$ cat src/verilog/datapath_config.svh
`ifndef DATAPATH_CONFIG_SVH
`define DATAPATH_CONFIG_SVH

// Datapath and register file sizes
`define DATA_WIDTH      16
`define REG_ADDR_WIDTH  4
`define REG_COUNT       16

// Clock cycles per instruction, small for simulation
`define STEP_TICKS      4

// Clock cycles each display digit stays lit
`define SCAN_TICKS      2

// Wishbone address map, addresses 0 to 15 read the registers
`define WB_ADDR_WIDTH   5
`define ADDR_CONTROL    16
`define ADDR_SEED_A     17
`define ADDR_SEED_B     18

`endif

$ cat src/verilog/datapath_pkg.sv
`default_nettype none

package datapath_pkg;

	// ALU operations used by the Fibonacci program
	typedef enum logic
	{
		ALU_LOAD = 1'b0,
		ALU_ADD  = 1'b1
	} aluOpT;

	// Bit positions in the 5-bit flag vector
	localparam int FLAG_CARRY    = 0;
	localparam int FLAG_ZERO     = 1;
	localparam int FLAG_NEGATIVE = 2;
	localparam int FLAG_OVERFLOW = 3;
	localparam int FLAG_LOWER    = 4;

endpackage

`default_nettype wire

$ cat src/verilog/RegisterFile.sv
`timescale 1ns/1ps
`default_nettype none

`include "datapath_config.svh"

module RegisterFile
(
	input  logic                        Clk,
	input  logic                        RESET,
	input  logic [`REG_ADDR_WIDTH-1:0]  ReadAddrA,
	input  logic [`REG_ADDR_WIDTH-1:0]  ReadAddrB,
	input  logic [`REG_ADDR_WIDTH-1:0]  WriteAddr,
	input  logic [`REG_ADDR_WIDTH-1:0]  HostAddr,
	input  logic                        WriteEnable,
	input  logic [`DATA_WIDTH-1:0]      WriteData,
	output logic [`DATA_WIDTH-1:0]      ReadDataA,
	output logic [`DATA_WIDTH-1:0]      ReadDataB,
	output logic [`DATA_WIDTH-1:0]      HostData
);

	logic [`DATA_WIDTH-1:0] regs [`REG_COUNT];

	always_ff @(posedge Clk)
	begin
		if (RESET)
		begin
			for (int i = 0; i < `REG_COUNT; i++)
				regs[i] <= '0;
		end
		else if (WriteEnable)
		begin
			regs[WriteAddr] <= WriteData;
		end
	end

	// Operand ports for the ALU and a third port for the host bus
	assign ReadDataA = regs[ReadAddrA];
	assign ReadDataB = regs[ReadAddrB];
	assign HostData  = regs[HostAddr];

	// Sequencer must present a valid index on every write
	writeAddrKnown: assert property (@(posedge Clk) disable iff (RESET)
		WriteEnable |-> !$isunknown(WriteAddr));

endmodule

`default_nettype wire

$ cat src/verilog/Alu.sv
`timescale 1ns/1ps
`default_nettype none

`include "datapath_config.svh"

module Alu
	import datapath_pkg::*;
(
	input  aluOpT                   Op,
	input  logic [`DATA_WIDTH-1:0]  A,
	input  logic [`DATA_WIDTH-1:0]  B,
	input  logic [`DATA_WIDTH-1:0]  Immediate,
	output logic [`DATA_WIDTH-1:0]  Result,
	output logic [4:0]              Flags
);

	logic [`DATA_WIDTH-1:0] opA;
	logic [`DATA_WIDTH-1:0] opB;
	logic [`DATA_WIDTH:0]   sum;

	// A load behaves as zero plus the immediate, so flags follow one rule
	always_comb
	begin
		if (Op == ALU_ADD)
		begin
			opA = A;
			opB = B;
		end
		else
		begin
			opA = '0;
			opB = Immediate;
		end
	end

	// Carry-in is tied to zero
	assign sum    = {1'b0, opA} + {1'b0, opB};
	assign Result = sum[`DATA_WIDTH-1:0];

	always_comb
	begin
		Flags                = '0;
		Flags[FLAG_CARRY]    = sum[`DATA_WIDTH];
		Flags[FLAG_ZERO]     = (Result == '0);
		Flags[FLAG_NEGATIVE] = Result[`DATA_WIDTH-1];
		// Signed overflow when both operands agree in sign and the result does not
		Flags[FLAG_OVERFLOW] = (opA[`DATA_WIDTH-1] == opB[`DATA_WIDTH-1]) &&
			(Result[`DATA_WIDTH-1] != opA[`DATA_WIDTH-1]);
		Flags[FLAG_LOWER]    = (opA < opB);
	end

endmodule

`default_nettype wire

$ cat src/verilog/ProgramSequencer.sv
`timescale 1ns/1ps
`default_nettype none

`include "datapath_config.svh"

module ProgramSequencer
	import datapath_pkg::*;
(
	input  logic                        Clk,
	input  logic                        RESET,
	input  logic                        Start,
	input  logic [`DATA_WIDTH-1:0]      SeedA,
	input  logic [`DATA_WIDTH-1:0]      SeedB,
	output logic                        Busy,
	output logic                        WriteEnable,
	output logic [`REG_ADDR_WIDTH-1:0]  ReadAddrA,
	output logic [`REG_ADDR_WIDTH-1:0]  ReadAddrB,
	output logic [`REG_ADDR_WIDTH-1:0]  WriteAddr,
	output aluOpT                       Op,
	output logic [`DATA_WIDTH-1:0]      Immediate
);

	localparam int TickWidth = $clog2(`STEP_TICKS);
	localparam logic [TickWidth-1:0] LastTick = TickWidth'(`STEP_TICKS - 1);
	localparam logic [`REG_ADDR_WIDTH-1:0] LastStep = `REG_ADDR_WIDTH'(`REG_COUNT - 1);

	typedef enum logic [1:0]
	{
		SEQ_IDLE,
		SEQ_RUN,
		SEQ_DONE
	} seqStateT;

	seqStateT                    state;
	logic [TickWidth-1:0]        tickCount;
	logic [`REG_ADDR_WIDTH-1:0]  stepIndex;

	////////////////////////////////////////////////////////////////////////////
	// Step pacing
	////////////////////////////////////////////////////////////////////////////

	always_ff @(posedge Clk)
	begin
		if (RESET)
		begin
			state     <= SEQ_IDLE;
			tickCount <= '0;
			stepIndex <= '0;
		end
		else
		begin
			case (state)
				SEQ_IDLE:
				begin
					if (Start)
					begin
						state     <= SEQ_RUN;
						tickCount <= '0;
						stepIndex <= '0;
					end
				end
				SEQ_RUN:
				begin
					if (tickCount == LastTick)
					begin
						tickCount <= '0;
						if (stepIndex == LastStep)
							state <= SEQ_DONE;
						else
							stepIndex <= stepIndex + 1'b1;
					end
					else
					begin
						tickCount <= tickCount + 1'b1;
					end
				end
				// One trailing busy cycle after r15 lands
				default:
					state <= SEQ_IDLE;
			endcase
		end
	end

	////////////////////////////////////////////////////////////////////////////
	// Instruction decode
	////////////////////////////////////////////////////////////////////////////

	assign Busy        = (state != SEQ_IDLE);
	assign WriteEnable = (state == SEQ_RUN) && (tickCount == LastTick);

	// Step k adds r(k-2) and r(k-1) into rk, steps 0 and 1 load the seeds
	assign WriteAddr = stepIndex;
	assign ReadAddrA = stepIndex - 2'd2;
	assign ReadAddrB = stepIndex - 2'd1;
	assign Op        = (stepIndex < 2) ? ALU_LOAD : ALU_ADD;
	assign Immediate = (stepIndex == '0) ? SeedA : SeedB;

	// A write ends a full step interval, never the first busy cycle
	writeAfterBusy: assert property (@(posedge Clk) disable iff (RESET)
		$rose(WriteEnable) |-> $past(Busy));

	// A second start during a run must not restart the program
	startIgnoredWhileBusy: assert property (@(posedge Clk) disable iff (RESET)
		(Start && Busy && !WriteEnable) |=> $stable(stepIndex));

endmodule

`default_nettype wire

$ cat src/verilog/HostBusPort.sv
`timescale 1ns/1ps
`default_nettype none

`include "datapath_config.svh"

module HostBusPort
(
	input  logic                        Clk,
	input  logic                        RESET,
	input  logic                        WbCyc,
	input  logic                        WbStb,
	input  logic                        WbWe,
	input  logic [`WB_ADDR_WIDTH-1:0]   WbAdr,
	input  logic [`DATA_WIDTH-1:0]      WbDatWrite,
	input  logic                        Busy,
	input  logic [4:0]                  LastFlags,
	input  logic [`DATA_WIDTH-1:0]      HostData,
	output logic                        WbAck,
	output logic [`DATA_WIDTH-1:0]      WbDatRead,
	output logic                        Start,
	output logic [`DATA_WIDTH-1:0]      SeedA,
	output logic [`DATA_WIDTH-1:0]      SeedB,
	output logic [`REG_ADDR_WIDTH-1:0]  HostAddr
);

	localparam logic [`WB_ADDR_WIDTH-1:0] AddrControl = `ADDR_CONTROL;
	localparam logic [`WB_ADDR_WIDTH-1:0] AddrSeedA   = `ADDR_SEED_A;
	localparam logic [`WB_ADDR_WIDTH-1:0] AddrSeedB   = `ADDR_SEED_B;

	logic                    request;
	logic                    writeStrobe;
	logic [`DATA_WIDTH-1:0]  readMux;

	// New request only while no acknowledge is pending
	assign request     = WbCyc && WbStb && !WbAck;
	assign writeStrobe = WbAck && WbCyc && WbStb && WbWe;

	always_ff @(posedge Clk)
	begin
		if (RESET)
		begin
			WbAck <= 1'b0;
			SeedA <= '0;
			SeedB <= '0;
		end
		else
		begin
			WbAck <= request;
			if (writeStrobe && WbAdr == AddrSeedA)
				SeedA <= WbDatWrite;
			if (writeStrobe && WbAdr == AddrSeedB)
				SeedB <= WbDatWrite;
		end
	end

	// Start is dropped when a run is already in progress
	assign Start = writeStrobe && (WbAdr == AddrControl) && WbDatWrite[0] && !Busy;

	assign HostAddr = WbAdr[`REG_ADDR_WIDTH-1:0];

	always_comb
	begin
		readMux = '0;
		if (WbAdr < `REG_COUNT)
			readMux = HostData;
		else if (WbAdr == AddrControl)
			readMux = {{(`DATA_WIDTH - 6){1'b0}}, LastFlags, Busy};
		else if (WbAdr == AddrSeedA)
			readMux = SeedA;
		else if (WbAdr == AddrSeedB)
			readMux = SeedB;
	end

	// Read data captured with the acknowledge
	always_ff @(posedge Clk)
	begin
		if (request)
			WbDatRead <= readMux;
	end

	ackSingleCycle: assert property (@(posedge Clk) disable iff (RESET)
		WbAck |=> !WbAck);

endmodule

`default_nettype wire

$ cat src/verilog/SevenSegmentScanner.sv
`timescale 1ns/1ps
`default_nettype none

`include "datapath_config.svh"

module SevenSegmentScanner
	import datapath_pkg::*;
(
	input  logic                    Clk,
	input  logic                    RESET,
	input  logic                    Capture,
	input  logic [`DATA_WIDTH-1:0]  Value,
	input  logic [4:0]              FlagsIn,
	output logic [6:0]              SevenSegment,
	output logic [3:0]              Enable,
	output logic [3:0]              Led,
	output logic [4:0]              LastFlags
);

	localparam int ScanWidth = $clog2(`SCAN_TICKS);
	localparam logic [ScanWidth-1:0] LastScan = ScanWidth'(`SCAN_TICKS - 1);

	logic [`DATA_WIDTH-1:0]  shownValue;
	logic [ScanWidth-1:0]    scanCount;
	logic [1:0]              digitIndex;
	logic [3:0]              nibble;

	always_ff @(posedge Clk)
	begin
		if (RESET)
		begin
			shownValue <= '0;
			LastFlags  <= '0;
			scanCount  <= '0;
			digitIndex <= '0;
		end
		else
		begin
			if (Capture)
			begin
				shownValue <= Value;
				LastFlags  <= FlagsIn;
			end
			if (scanCount == LastScan)
			begin
				scanCount  <= '0;
				digitIndex <= digitIndex + 1'b1;
			end
			else
			begin
				scanCount <= scanCount + 1'b1;
			end
		end
	end

	assign nibble = shownValue[digitIndex*4 +: 4];
	// One active-low enable per digit
	assign Enable = ~(4'b0001 << digitIndex);

	assign Led = {LastFlags[FLAG_OVERFLOW], LastFlags[FLAG_NEGATIVE],
		LastFlags[FLAG_ZERO], LastFlags[FLAG_CARRY]};

	// Active-low glyphs, bit 0 is segment a
	always_comb
	begin
		case (nibble)
			4'h0: SevenSegment = 7'h40;
			4'h1: SevenSegment = 7'h79;
			4'h2: SevenSegment = 7'h24;
			4'h3: SevenSegment = 7'h30;
			4'h4: SevenSegment = 7'h19;
			4'h5: SevenSegment = 7'h12;
			4'h6: SevenSegment = 7'h02;
			4'h7: SevenSegment = 7'h78;
			4'h8: SevenSegment = 7'h00;
			4'h9: SevenSegment = 7'h10;
			4'hA: SevenSegment = 7'h08;
			4'hB: SevenSegment = 7'h03;
			4'hC: SevenSegment = 7'h46;
			4'hD: SevenSegment = 7'h21;
			4'hE: SevenSegment = 7'h06;
			default: SevenSegment = 7'h0E;
		endcase
	end

endmodule

`default_nettype wire

$ cat src/verilog/FibonacciDatapathTop.sv
`timescale 1ns/1ps
`default_nettype none

`include "datapath_config.svh"

module FibonacciDatapathTop
	import datapath_pkg::*;
(
	input  logic                       Clk,
	input  logic                       RESET,
	input  logic                       WbCyc,
	input  logic                       WbStb,
	input  logic                       WbWe,
	input  logic [`WB_ADDR_WIDTH-1:0]  WbAdr,
	input  logic [`DATA_WIDTH-1:0]     WbDatWrite,
	output logic                       WbAck,
	output logic [`DATA_WIDTH-1:0]     WbDatRead,
	output logic [6:0]                 SevenSegment,
	output logic [3:0]                 Enable,
	output logic [3:0]                 Led
);

	logic                        busy;
	logic                        writeEnable;
	logic                        start;
	logic [`REG_ADDR_WIDTH-1:0]  readAddrA;
	logic [`REG_ADDR_WIDTH-1:0]  readAddrB;
	logic [`REG_ADDR_WIDTH-1:0]  writeAddr;
	logic [`REG_ADDR_WIDTH-1:0]  hostAddr;
	logic [`DATA_WIDTH-1:0]      readDataA;
	logic [`DATA_WIDTH-1:0]      readDataB;
	logic [`DATA_WIDTH-1:0]      hostData;
	logic [`DATA_WIDTH-1:0]      result;
	logic [`DATA_WIDTH-1:0]      immediate;
	logic [`DATA_WIDTH-1:0]      seedA;
	logic [`DATA_WIDTH-1:0]      seedB;
	logic [4:0]                  flags;
	logic [4:0]                  lastFlags;
	aluOpT                       op;

	RegisterFile RegisterFile_inst (.Clk(Clk), .RESET(RESET), .ReadAddrA(readAddrA),
		.ReadAddrB(readAddrB), .WriteAddr(writeAddr), .HostAddr(hostAddr),
		.WriteEnable(writeEnable), .WriteData(result), .ReadDataA(readDataA),
		.ReadDataB(readDataB), .HostData(hostData));

	Alu Alu_inst (.Op(op), .A(readDataA), .B(readDataB), .Immediate(immediate),
		.Result(result), .Flags(flags));

	ProgramSequencer ProgramSequencer_inst (.Clk(Clk), .RESET(RESET), .Start(start),
		.SeedA(seedA), .SeedB(seedB), .Busy(busy), .WriteEnable(writeEnable),
		.ReadAddrA(readAddrA), .ReadAddrB(readAddrB), .WriteAddr(writeAddr),
		.Op(op), .Immediate(immediate));

	HostBusPort HostBusPort_inst (.Clk(Clk), .RESET(RESET), .WbCyc(WbCyc), .WbStb(WbStb),
		.WbWe(WbWe), .WbAdr(WbAdr), .WbDatWrite(WbDatWrite), .Busy(busy),
		.LastFlags(lastFlags), .HostData(hostData), .WbAck(WbAck), .WbDatRead(WbDatRead),
		.Start(start), .SeedA(seedA), .SeedB(seedB), .HostAddr(hostAddr));

	// Display follows each register write
	SevenSegmentScanner SevenSegmentScanner_inst (.Clk(Clk), .RESET(RESET),
		.Capture(writeEnable), .Value(result), .FlagsIn(flags),
		.SevenSegment(SevenSegment), .Enable(Enable), .Led(Led), .LastFlags(lastFlags));

endmodule

`default_nettype wire

$ cat config.mk
export PLATFORM = sky130hd
export DESIGN_NAME = FibonacciDatapathTop
export DESIGN_NICKNAME = d
export VERILOG_FILES = /design/src/verilog/datapath_pkg.sv /design/src/verilog/RegisterFile.sv /design/src/verilog/Alu.sv /design/src/verilog/ProgramSequencer.sv /design/src/verilog/HostBusPort.sv /design/src/verilog/SevenSegmentScanner.sv /design/src/verilog/FibonacciDatapathTop.sv
export VERILOG_INCLUDE_DIRS = /design/src /design/src/verilog
export SDC_FILE = /design/constraint.sdc
export NUM_CORES = 1
export LEC_CHECK = 0
export BUFFER_PORTS_ARGS = -buffer_cell sky130_fd_sc_hd__buf_2
export CAP_MARGIN = 40
export CORE_MARGIN = 8
export CORE_UTILIZATION = 64
export DETAILED_ROUTE_END_ITERATION = 16
export PLACE_DENSITY = 0.81
export SLEW_MARGIN = 20
export SYNTH_ARGS = -nofsm -noshare
export SYNTH_HDL_FRONTEND = slang
export SYNTH_HIERARCHICAL = 1
export SYNTH_SLANG_ARGS = --single-unit
$ cat constraint.sdc
create_clock -name Clk -period 5.8 [get_ports Clk]
set_input_delay 0.29 -clock Clk [delete_from_list [all_inputs] [get_ports Clk]]
set_output_delay 0.29 -clock Clk [all_outputs]
set_load 0.02 [all_outputs]
# After elaboration in Yosys (flattened, before gate mapping)
# Memory sizes are Yosys's and may differ from the RTL's.
# Cells that the tools add are included.
# op_classes
mux,26
add_sub_neg,7
bitwise,1
magnitude_cmp,3
eq_ne,12
shifts,2
n_reduce_logical,24
# op_table
cell,count
$mux W16,8
$add A16 B16 Y17,1
$logic_not A16 Y1,1
$lt A16 B16 Y1,1
$mux W4,4
$reduce_or A16 Y1,1
$shiftx A16 B5 Y4,1
$eq A5 B5 Y1 const B,3
$logic_and A1 B1 Y1,12
$mux W2,5
$pmux W2 S2,2
$pmux W4 S2,1
$mux W1,6
$lt A5 B5 Y1 const B,1
$add A2 B1 Y2 const B,2
$add A4 B1 Y4 const B,1
$eq A4 B4 Y1 const B,1
$logic_not A4 Y1,1
$lt A4 B2 Y1 const B,1
$ne A2 B1 Y1 const B,2
$ne A2 B2 Y1 const B,2
$not A4 Y4,1
$reduce_and A4 Y1,1
$reduce_bool A2 Y1,2
other kinds (13),14
# word_totals
reg_bits,81
ram_bits,256
mem_bits_ro,112
in_bits,26
out_inout_bits,32
n_memories,2
# mem_list
memory,depth,width,read_ports,rd_ports_with_merged_regs,wr,line,rtl
RegisterFile_inst.regs,16,16,3,0,16,RegisterFile.sv:21,logic [`DATA_WIDTH-1:0] regs [`REG_COUNT];
(no name shown),16,7,1,0,0,SevenSegmentScanner.sv:66,case (nibble)

# Depth between registers and ports, before layout
# Gate-level depths: netlist of run 1.
# depth
ltp_word,8
ltp_mapped,24

# Modules after synthesis
# Netlist of run 1, hierarchy kept.
# by_module_without_submodules
mod,instances,area_per_inst_um2,cells_each,seq_area_each_um2
RegisterFile,1,15265.9,996,7687.4
HostBusPort,1,2302.2,203,1141.1
Alu,1,1448.9,195,0.0
SevenSegmentScanner,1,1326.3,131,480.5
ProgramSequencer,1,802.0,81,160.2

# Worst setup path after synthesis of run 1
# Ideal clock, no wire load.
# synth_timing
kind,register to register
from,reg ProgramSequencer_inst.stepIndex[1] (netlist: ProgramSequencer_inst/WriteAddr[1])
to,reg SevenSegmentScanner_inst.LastFlags[1]
stages_incl_launch_ff,23
setup_slack_ps,754
required_time_ps,5735
t_arrival_ps,4981
setup_ps,65
synth_period_minus_slack_ps,5046
path_cell_list,dfxtp_1 inv_1 ha_1 inv_1 clkbuf_1 clkbuf_1 mux4_2 a22oi_1 nand2_1 mux2_2 ha_1 inv_1 fa_1 o21ba_1 nor4_2 nor3_1 xor2_1 or4b_1 or4_1 nor4_2 nor4b_2 mux2i_1 nor2_1
# synth_via
elab_chain_len,5
# synth_lines
item,line,rtl
from (decl),ProgramSequencer.sv:36,logic [`REG_ADDR_WIDTH-1:0] stepIndex;
from (signal assigned),ProgramSequencer.sv:70,stepIndex <= stepIndex + 1'b1;
$sub A4 B2 Y4,ProgramSequencer.sv:93,assign ReadAddrA = stepIndex - 2'd2;
via readAddrA[1],FibonacciDatapathTop.sv:26,logic [`REG_ADDR_WIDTH-1:0] readAddrA;
$mem_v2 Z16 W16,--,
$mux W16,Alu.sv:24,if (Op == ALU_ADD)
$add A16 B16 Y17,Alu.sv:37,"assign sum = {1'b0, opA} + {1'b0, opB};"
via result[6],FibonacciDatapathTop.sv:33,logic [`DATA_WIDTH-1:0] result;
$logic_not A16 Y1,Alu.sv:44,Flags[FLAG_ZERO] = (Result == '0);
via flags[1],FibonacciDatapathTop.sv:37,logic [4:0] flags;
to (signal assigned),SevenSegmentScanner.sv:42,LastFlags <= FlagsIn;
to (decl),SevenSegmentScanner.sv:17,output logic [4:0] LastFlags
# The timed path passes the listed nets, and every way through them passes these cells.
# A chain may end at the register's enable or synchronous reset.

# Final worst setup path of run 1
# layout_timing
from,reg ProgramSequencer_inst.stepIndex[0] (netlist: ProgramSequencer_inst/WriteAddr[0])
to,reg SevenSegmentScanner_inst.LastFlags[1]
# layout_via
elab_chain_len,5
# layout_lines
item,line,rtl
$sub A4 B1 Y4,ProgramSequencer.sv:94,assign ReadAddrB = stepIndex - 2'd1;
via readAddrB[0],FibonacciDatapathTop.sv:27,logic [`REG_ADDR_WIDTH-1:0] readAddrB;
$mem_v2 Z16 W16,--,
via readDataB[5],FibonacciDatapathTop.sv:31,logic [`DATA_WIDTH-1:0] readDataB;
$mux W16,Alu.sv:24,
$add A16 B16 Y17,Alu.sv:37,
via result[6],FibonacciDatapathTop.sv:33,
$logic_not A16 Y1,Alu.sv:44,
via flags[1],FibonacciDatapathTop.sv:37,
# The timed path passes the listed nets, and every way through them passes these cells.

==> results of run 1 <==
-- cells in the mapped netlist (8+ instances only) --
master and instances:
nand2b_1 54, edfxtp_1 272, buf_4 10, buf_1 8, buf_2 25, mux2_4 11, ha_1 48, and2_1 262
nor2b_1 20, inv_1 51, clkbuf_1 81, or2_2 18, mux4_2 195, nor3_1 10, mux2i_1 74, a22oi_1 96
nor2_1 54, xor2_1 8, dfxtp_1 65, buf_6 8, a21oi_1 20, nand3b_1 16, and2_2 16, nand2_1 56
xnor2_1 12, a221o_1 16
-- worst reg2reg max path: cells and delay by family (launching register included) --
family	cells	cell delay, ps
simple gates	8	1990
buf+inv	4	910
mux	3	650
fa+ha+maj	2	630
flops	1	410
compound gates	1	350
xor+xnor	1	150
-- routing by layer --
layer / wire length, um / up-vias / track usage [%]
met5: 11 / - / 0
met4: 3743 / 2 / 16.62
met3: 8531 / 249 / 8.778
met2: 28350 / 1126 / 49.39
met1: 20960 / 7239 / 39.81
li1: - / 6128 / -
-- layout by cell type, fill, tap and decap left out, types with 12 or more instances in the layout --
cell type,Yosys,final
edfxtp_1,272,272
and2_1,262,262
mux4_2,195,195
a22oi_1,96,96
mux2i_1,74,74
dfxtp_1,65,64
nand2_1,56,56
buf_2,25,55
nand2b_1,54,54
nor2_1,54,53
buf_4,10,50
inv_1,51,48
ha_1,48,48
clkbuf_16,0,39
a21oi_1,20,20
nor2b_1,20,18
or2_2,18,18
a221o_1,16,16
nand3b_1,16,16
and2_2,16,16
xnor2_1,12,12
-- final cells by class --
| type | instances | area, um2 |
|---|---|---|
| Clock buffer | 52 | 1045 |
| Clock inverter | 13 | 80.08 |
| Fill cell | 2193 | 9502 |
| Inverter | 51 | 193.9 |
| Multi-Input combinational cell | 1082 | 10830 |
| Sequential cell | 337 | 9473 |
| Tap cell | 442 | 553.0 |
| Timing Repair Buffer | 117 | 857.1 |
-- registers in the layout, indices dropped and copies added, names as in the netlist, 4 cells and up --
name / count
RegisterFile_inst/regs: 256
HostBusPort_inst/SeedA: 16
HostBusPort_inst/SeedB: 16
HostBusPort_inst/WbDatRead: 16
SevenSegmentScanner_inst/shownValue: 16
SevenSegmentScanner_inst/LastFlags: 5
ProgramSequencer_inst/WriteAddr: 4
-- report_power, final --
group	switching, mW	internal [mW]	leakage (nW)	total (mW)
sequential	0.0707	2.70	3.18	2.77
clock	0.997	1.26	0.550	2.26
combinational	0.224	0.187	4.87	0.411
total	1.29	4.15	8.60	5.44
-- logic make-up (layout without fill, tap and decap cells) --
| logic type | Yosys count | count (layout) | share of synthesized area, % |
|---|---|---|---|
| AOI/OAI and AO/OA | 172 | 172 | 6.047 |
| xor gates and xnor gates | 20 | 20 | 0.8284 |
| adders and majority gates | 49 | 49 | 2.935 |
| buffers and inverters | 187 | 233 | 4.024 |
| DFF | 337 | 337 | 44.78 |
| muxes | 290 | 290 | 25.66 |
| and+or+nand+nor | 551 | 551 | 15.73 |
-- metrics by stage --
step,instance area (um2),total power [mW]
floorplan,21150,3.070
global placement,21800,3.195
detailed placement,21880,3.218
CTS,23010,5.415
global route,23030,5.543
finish,23030,5.442
-- final timing paths --
kind | to | depth (start not counted)
worst max-delay path | SevenSegmentScanner_inst/LastFlags[1] | 19
worst min-delay path | HostBusPort_inst/WbAck | 3
worst max register to register | SevenSegmentScanner_inst/LastFlags[1] | 19
worst min register to register | SevenSegmentScanner_inst/scanCount | 1
==> run_results.csv, run 1 <==
group,metric,value,unit
run_status,status,"complete, no violations",
logic_synthesis,seq_area_frac_synth,44.78,%
worst_setup_path,critPathCaptureType,"flop",
clocking,clockBufferDepth,3,
clocking,clk_pin_slew,60,ps
place,place_ws,630.6,ps
min_path,holdCritPathClass,"in2reg",
detailed_routing,via_per_inst,7.041,
sta,tightest_slew,854.0,ps
worst_setup_path,cp_data_arrival_time,5630,ps
clocking,h-tree-depth,2,
worst_setup_path,cp.required,6270,ps
logic_synthesis,synth_top_area_share,38.63,%
pwr,max-vdd-ir-drop,0.2585,mV
sta,rsz0062_at_grt,"no",
place,hpwl,40600,um
logic_synthesis,ys_types,75,
sta,fin_crit,5157,ps
clocking,clk_latency,560,ps
sta,finalSetupViolCount,0,
worst_setup_path,critPathBufInv,4,
worst_setup_path,crit_chain,"inv_4 > ha_1 > inv_2 > buf_12 > mux4_2 > a22oi_1 > nand2_1 > mux2i_1 > ha_1 > nor4_2 > nor3_1 > xor2_1 > buf_4 > or4b_1 > or4_1 > nor4_2 > nor4b_2 > mux2i_1 > nor2_1",
clocking,postCtsSetupBuffers,0,
floorplanning,die_h,197.8,um
clocking,holdBufCountCts,0,
global_route,overflow,0,
logic_synthesis,dominantRegCellSynth,"edfxtp_1",
pwr,cellPowerDensity,236.3,nW/um2
worst_setup_path,cp_top_family,"simple AND/OR/NAND/NOR gates",
logic_synthesis,synthCells,1606,
global_route,grt_max_degree,75,
floorplanning,initial_utilization,64.99,%
global_route,antenna_found_initial,6,
logic_synthesis,syn_area,21150,um2
detailed_routing,ant_nets,0,
layout,final_core_util,70.80,%
logic_synthesis,ys_seq_elements,337,
global_route,grt_pass1_wl,91760,um
logic_synthesis,ys_warn_count,6,
sta,slew_headroom,42.88,%
flow_run,maxCapViolations,0,
worst_setup_path,critPathKind,"reg2reg",
logic_synthesis,async_flop_share,0,%
min_path,worstHoldStart,"WbCyc",
sta,whs,43.21,ps
floorplanning,rows,66,
worst_setup_path,r2r-start,"ProgramSequencer_inst/WriteAddr[0]",
sta,slew_viol_final,0,
worst_setup_path,cp-start-kind,"flop",
worst_setup_path,critical_path.max_stage_delay,530,ps
place,place_congestion,0.9740,
clocking,cts_resized,0,
floorplanning,fp.dieArea,39110,um2
logic_synthesis,synth_nets,1681,
detailed_routing,first_pass_iters,8,
worst_setup_path,r2r_slack,640,ps
detailed_routing,first_iter_violations,2266,
logic_synthesis,ys_top_cells_by_area,"edfxtp_1 (39%), mux4_2 (21%), and2_1 (7.8%), dfxtp_1 (6.2%), mux2i_1 (3.5%)",
clocking,cts_sinks,337,
global_route,grt_pass1_vias,14610,
logic_synthesis,synth_area_leader_cell,"edfxtp_1",
worst_setup_path,crit_slowest_cell,"or4b_1",
place,dp_cells,2027,
layout,instances_no_fill,2094,
pwr,leakage,8.603,nW
layout,n_antenna_cell,0,
detailed_routing,wl,61590,um
clocking,cts_buffers,38,
floorplanning,core,32540,um2
sta,final_hold_viol_count,0,
sta,skew,32.38,ps
layout,nNetsFinal,1702,
floorplanning,die_w,197.8,um
clocking,cts_root_buffer,"clkbuf_16",
sta,fin_ws,643.2,ps
detailed_routing,via_count,14740,
sta,finalCritPeriodShare,88.91,%
sta,tns,0,ps
worst_setup_path,cp_max_fo,28,
place,port_buffers,57,
logic_synthesis,syn_area_per_cell,13.17,um2
sta,fmax,193.9,MHz
layout,layout-drive-gt1-share,26.76,%
detailed_routing,avgRoutedWirePerCell,29.41,um
floorplanning,ios,58,
detailed_routing,drcViolationCount,0,
worst_setup_path,crit_start,"ProgramSequencer_inst/WriteAddr[0]",
layout,area_growth,8.935,%
clocking,cts_tree,"built",
global_route,grt_use_total,31.52,%
logic_synthesis,synth-edff-count,272,
Note: power is estimated with default switching activity, not from simulation.
==> run 2, diff against run 1 <==
--- a/config.mk
+++ b/config.mk
@@ -6,7 +6,7 @@
 export SDC_FILE = /design/constraint.sdc
 export NUM_CORES = 1
 export LEC_CHECK = 0
-export BUFFER_PORTS_ARGS = -buffer_cell sky130_fd_sc_hd__buf_2
+export BUFFER_PORTS_ARGS = -buffer_cell sky130_fd_sc_hd__clkbuf_2
 export CAP_MARGIN = 40
 export CORE_MARGIN = 8
 export CORE_UTILIZATION = 64
==> run 2 against run 1 <==
Effect of this change: sequential share of layout area is essentially flat; total power increased by 1.0%; worst setup slack lost 85 ps.
==> run_results.csv, run 2 (synthesis gave the netlist of run 1 again) <==
group,metric,value,unit
pwr,p_sw_share,23.09,%
min_path,worstHoldStart,"WbCyc",
pwr,cellPowerDensity,238.5,nW/um2
floorplanning,ios,58,
clocking,clk_latency,540,ps
sta,slew_headroom,43.00,%
layout,instances_no_fill,2095,
floorplanning,core,32540,um2
flow_run,maxCapViolations,0,
sta,finalSetupViolCount,0,
worst_setup_path,cp.required,6200,ps
global_route,grt_use_total,31.91,%
detailed_routing,avgRoutedWirePerCell,29.69,um
floorplanning,die_h,197.8,um
clocking,h-tree-depth,2,
sta,finalCritPeriodShare,90.38,%
sta,final_hold_viol_count,0,
layout,layout.cells.most_common,"edfxtp_1",
clocking,cts_buffers,37,
place,dp_cells,2029,
detailed_routing,ant_nets,0,
worst_setup_path,critPathKind,"reg2reg",
place,place_congestion,0.9210,
detailed_routing,via_count,14860,
detailed_routing,first_pass_iters,7,
global_route,grt_max_degree,78,
place,hpwl,41390,um
floorplanning,rows,66,
sta,whs,25.70,ps
pwr,pwr-share-clk,42.0,%
clocking,cts_tree,"built",
sta,tns,0,ps
sta,tightest_slew,852.3,ps
place,port_buffers,57,
clocking,clockBufferDepth,3,
sta,fmax,190.8,MHz
layout,area_growth,9.030,%
global_route,overflow,0,
clocking,cts_resized,0,
layout,final_cell_mix,"edfxtp_1 (272), and2_1 (262), mux4_2 (195), a22oi_1 (96), mux2i_1 (74)",
clocking,clk_pin_slew,60,ps
detailed_routing,first_iter_violations,1905,
detailed_routing,via_per_inst,7.095,
sta,fin_crit,5242,ps
pwr,internal-power,4.229,mW
floorplanning,fp.dieArea,39110,um2
run_status,status,"complete, no violations",
worst_setup_path,cp_max_fo,26,
layout,top_register,"RegisterFile_inst/regs",
worst_setup_path,critPathCaptureType,"flop",
detailed_routing,wl,62200,um
worst_setup_path,cp-start-kind,"flop",
floorplanning,initial_utilization,64.99,%
layout,layout-drive-gt1-share,26.88,%
pwr,leakage,8.602,nW
clocking,postCtsSetupBuffers,0,
clocking,holdBufCountCts,0,
clocking,cts_root_buffer,"clkbuf_16",
pwr,switchingPower,1.269,mW
layout,largest_reg_flops,256,
sta,slew_viol_final,0,
layout,nNetsFinal,1702,
floorplanning,die_w,197.8,um
pwr,max-vdd-ir-drop,0.3051,mV
pwr,power_frac_seq,50.4,%
global_route,antenna_found_initial,1,
worst_setup_path,cp_data_arrival_time,5640,ps
sta,rsz0062_at_grt,"no",
worst_setup_path,crit_start,"ProgramSequencer_inst/WriteAddr[1]",
detailed_routing,drcViolationCount,0,
worst_setup_path,r2r-start,"ProgramSequencer_inst/WriteAddr[1]",
sta,skew,18.84,ps
clocking,cts_sinks,337,
global_route,grt_pass1_wl,92670,um
min_path,holdCritPathClass,"in2reg",
global_route,grt_pass1_vias,15040,
pwr,combPwrFrac,7.6,%
## run 2: stage by stage
step                setup slack, ps  cell area, um2  util (%)  power, mW
floorplan                     754.0           21150         -      3.070
global placement              535.4           21770     66.92      3.200
detailed placement            753.3           21890     67.27      3.223
CTS                           708.9           23040     70.82      5.474
global route                  302.5           23050     70.85      5.609
finish                        557.9           23050     70.86      5.499
## run 2: worst paths after layout
kind                                                end  slack [ps]  cells past startpoint
hold / removal                   HostBusPort_inst/WbAck          30                      3
setup / recovery  SevenSegmentScanner_inst/LastFlags[1]         560                     20
setup reg to reg  SevenSegmentScanner_inst/LastFlags[1]         560                     20
hold reg to reg      SevenSegmentScanner_inst/scanCount         460                      1
## run 2: power by group through the flow
stage          sequential (mW)  combinational (mW)  clock [mW]
2_1_floorplan             2.80               0.274           0
4_1_cts                   2.77               0.408        2.30
3_3_place_gp              2.80               0.396           0
5_1_grt                   2.78               0.432        2.40
6_report                  2.77               0.419        2.31
3_5_place_dp              2.82               0.405           0
## run 2: area by class of cell
class | count | area, um2
antenna | 1 | 2.502
clock buffer | 49 | 992.2
clock inverter | 15 | 161.4
fill | 2161 | 9482
inverter | 51 | 193.9
multi-input combinational | 1082 | 10840
sequential | 337 | 9473
tap | 442 | 553.0
timing repair buffer | 118 | 843.3
## run 2: metal layers
layer	vias to the layer above	wire [um]	track usage (%)
met2	1130	29000	51.05
li1	6138	-	-
met1	7346	21050	39.22
met3	246	8316	8.964
met4	4	3773	16.87
met5	-	51	0.7653
## run 2: worst max-delay path: stages (launching register included)
cell,delay (ps)
dfxtp_1,350
inv_2,70
ha_1,280
inv_2,580
buf_4,370
mux4_2,360
a22oi_1,450
nand2_1,230
mux2i_1,230
inv_1,70
ha_1,210
nor2_1,100
o21ai_0,80
o22ai_1,250
o31ai_1,150
a221oi_1,460
xor2_1,210
buf_4,310
nor4b_2,90
mux2i_1,160
nor2_1,50
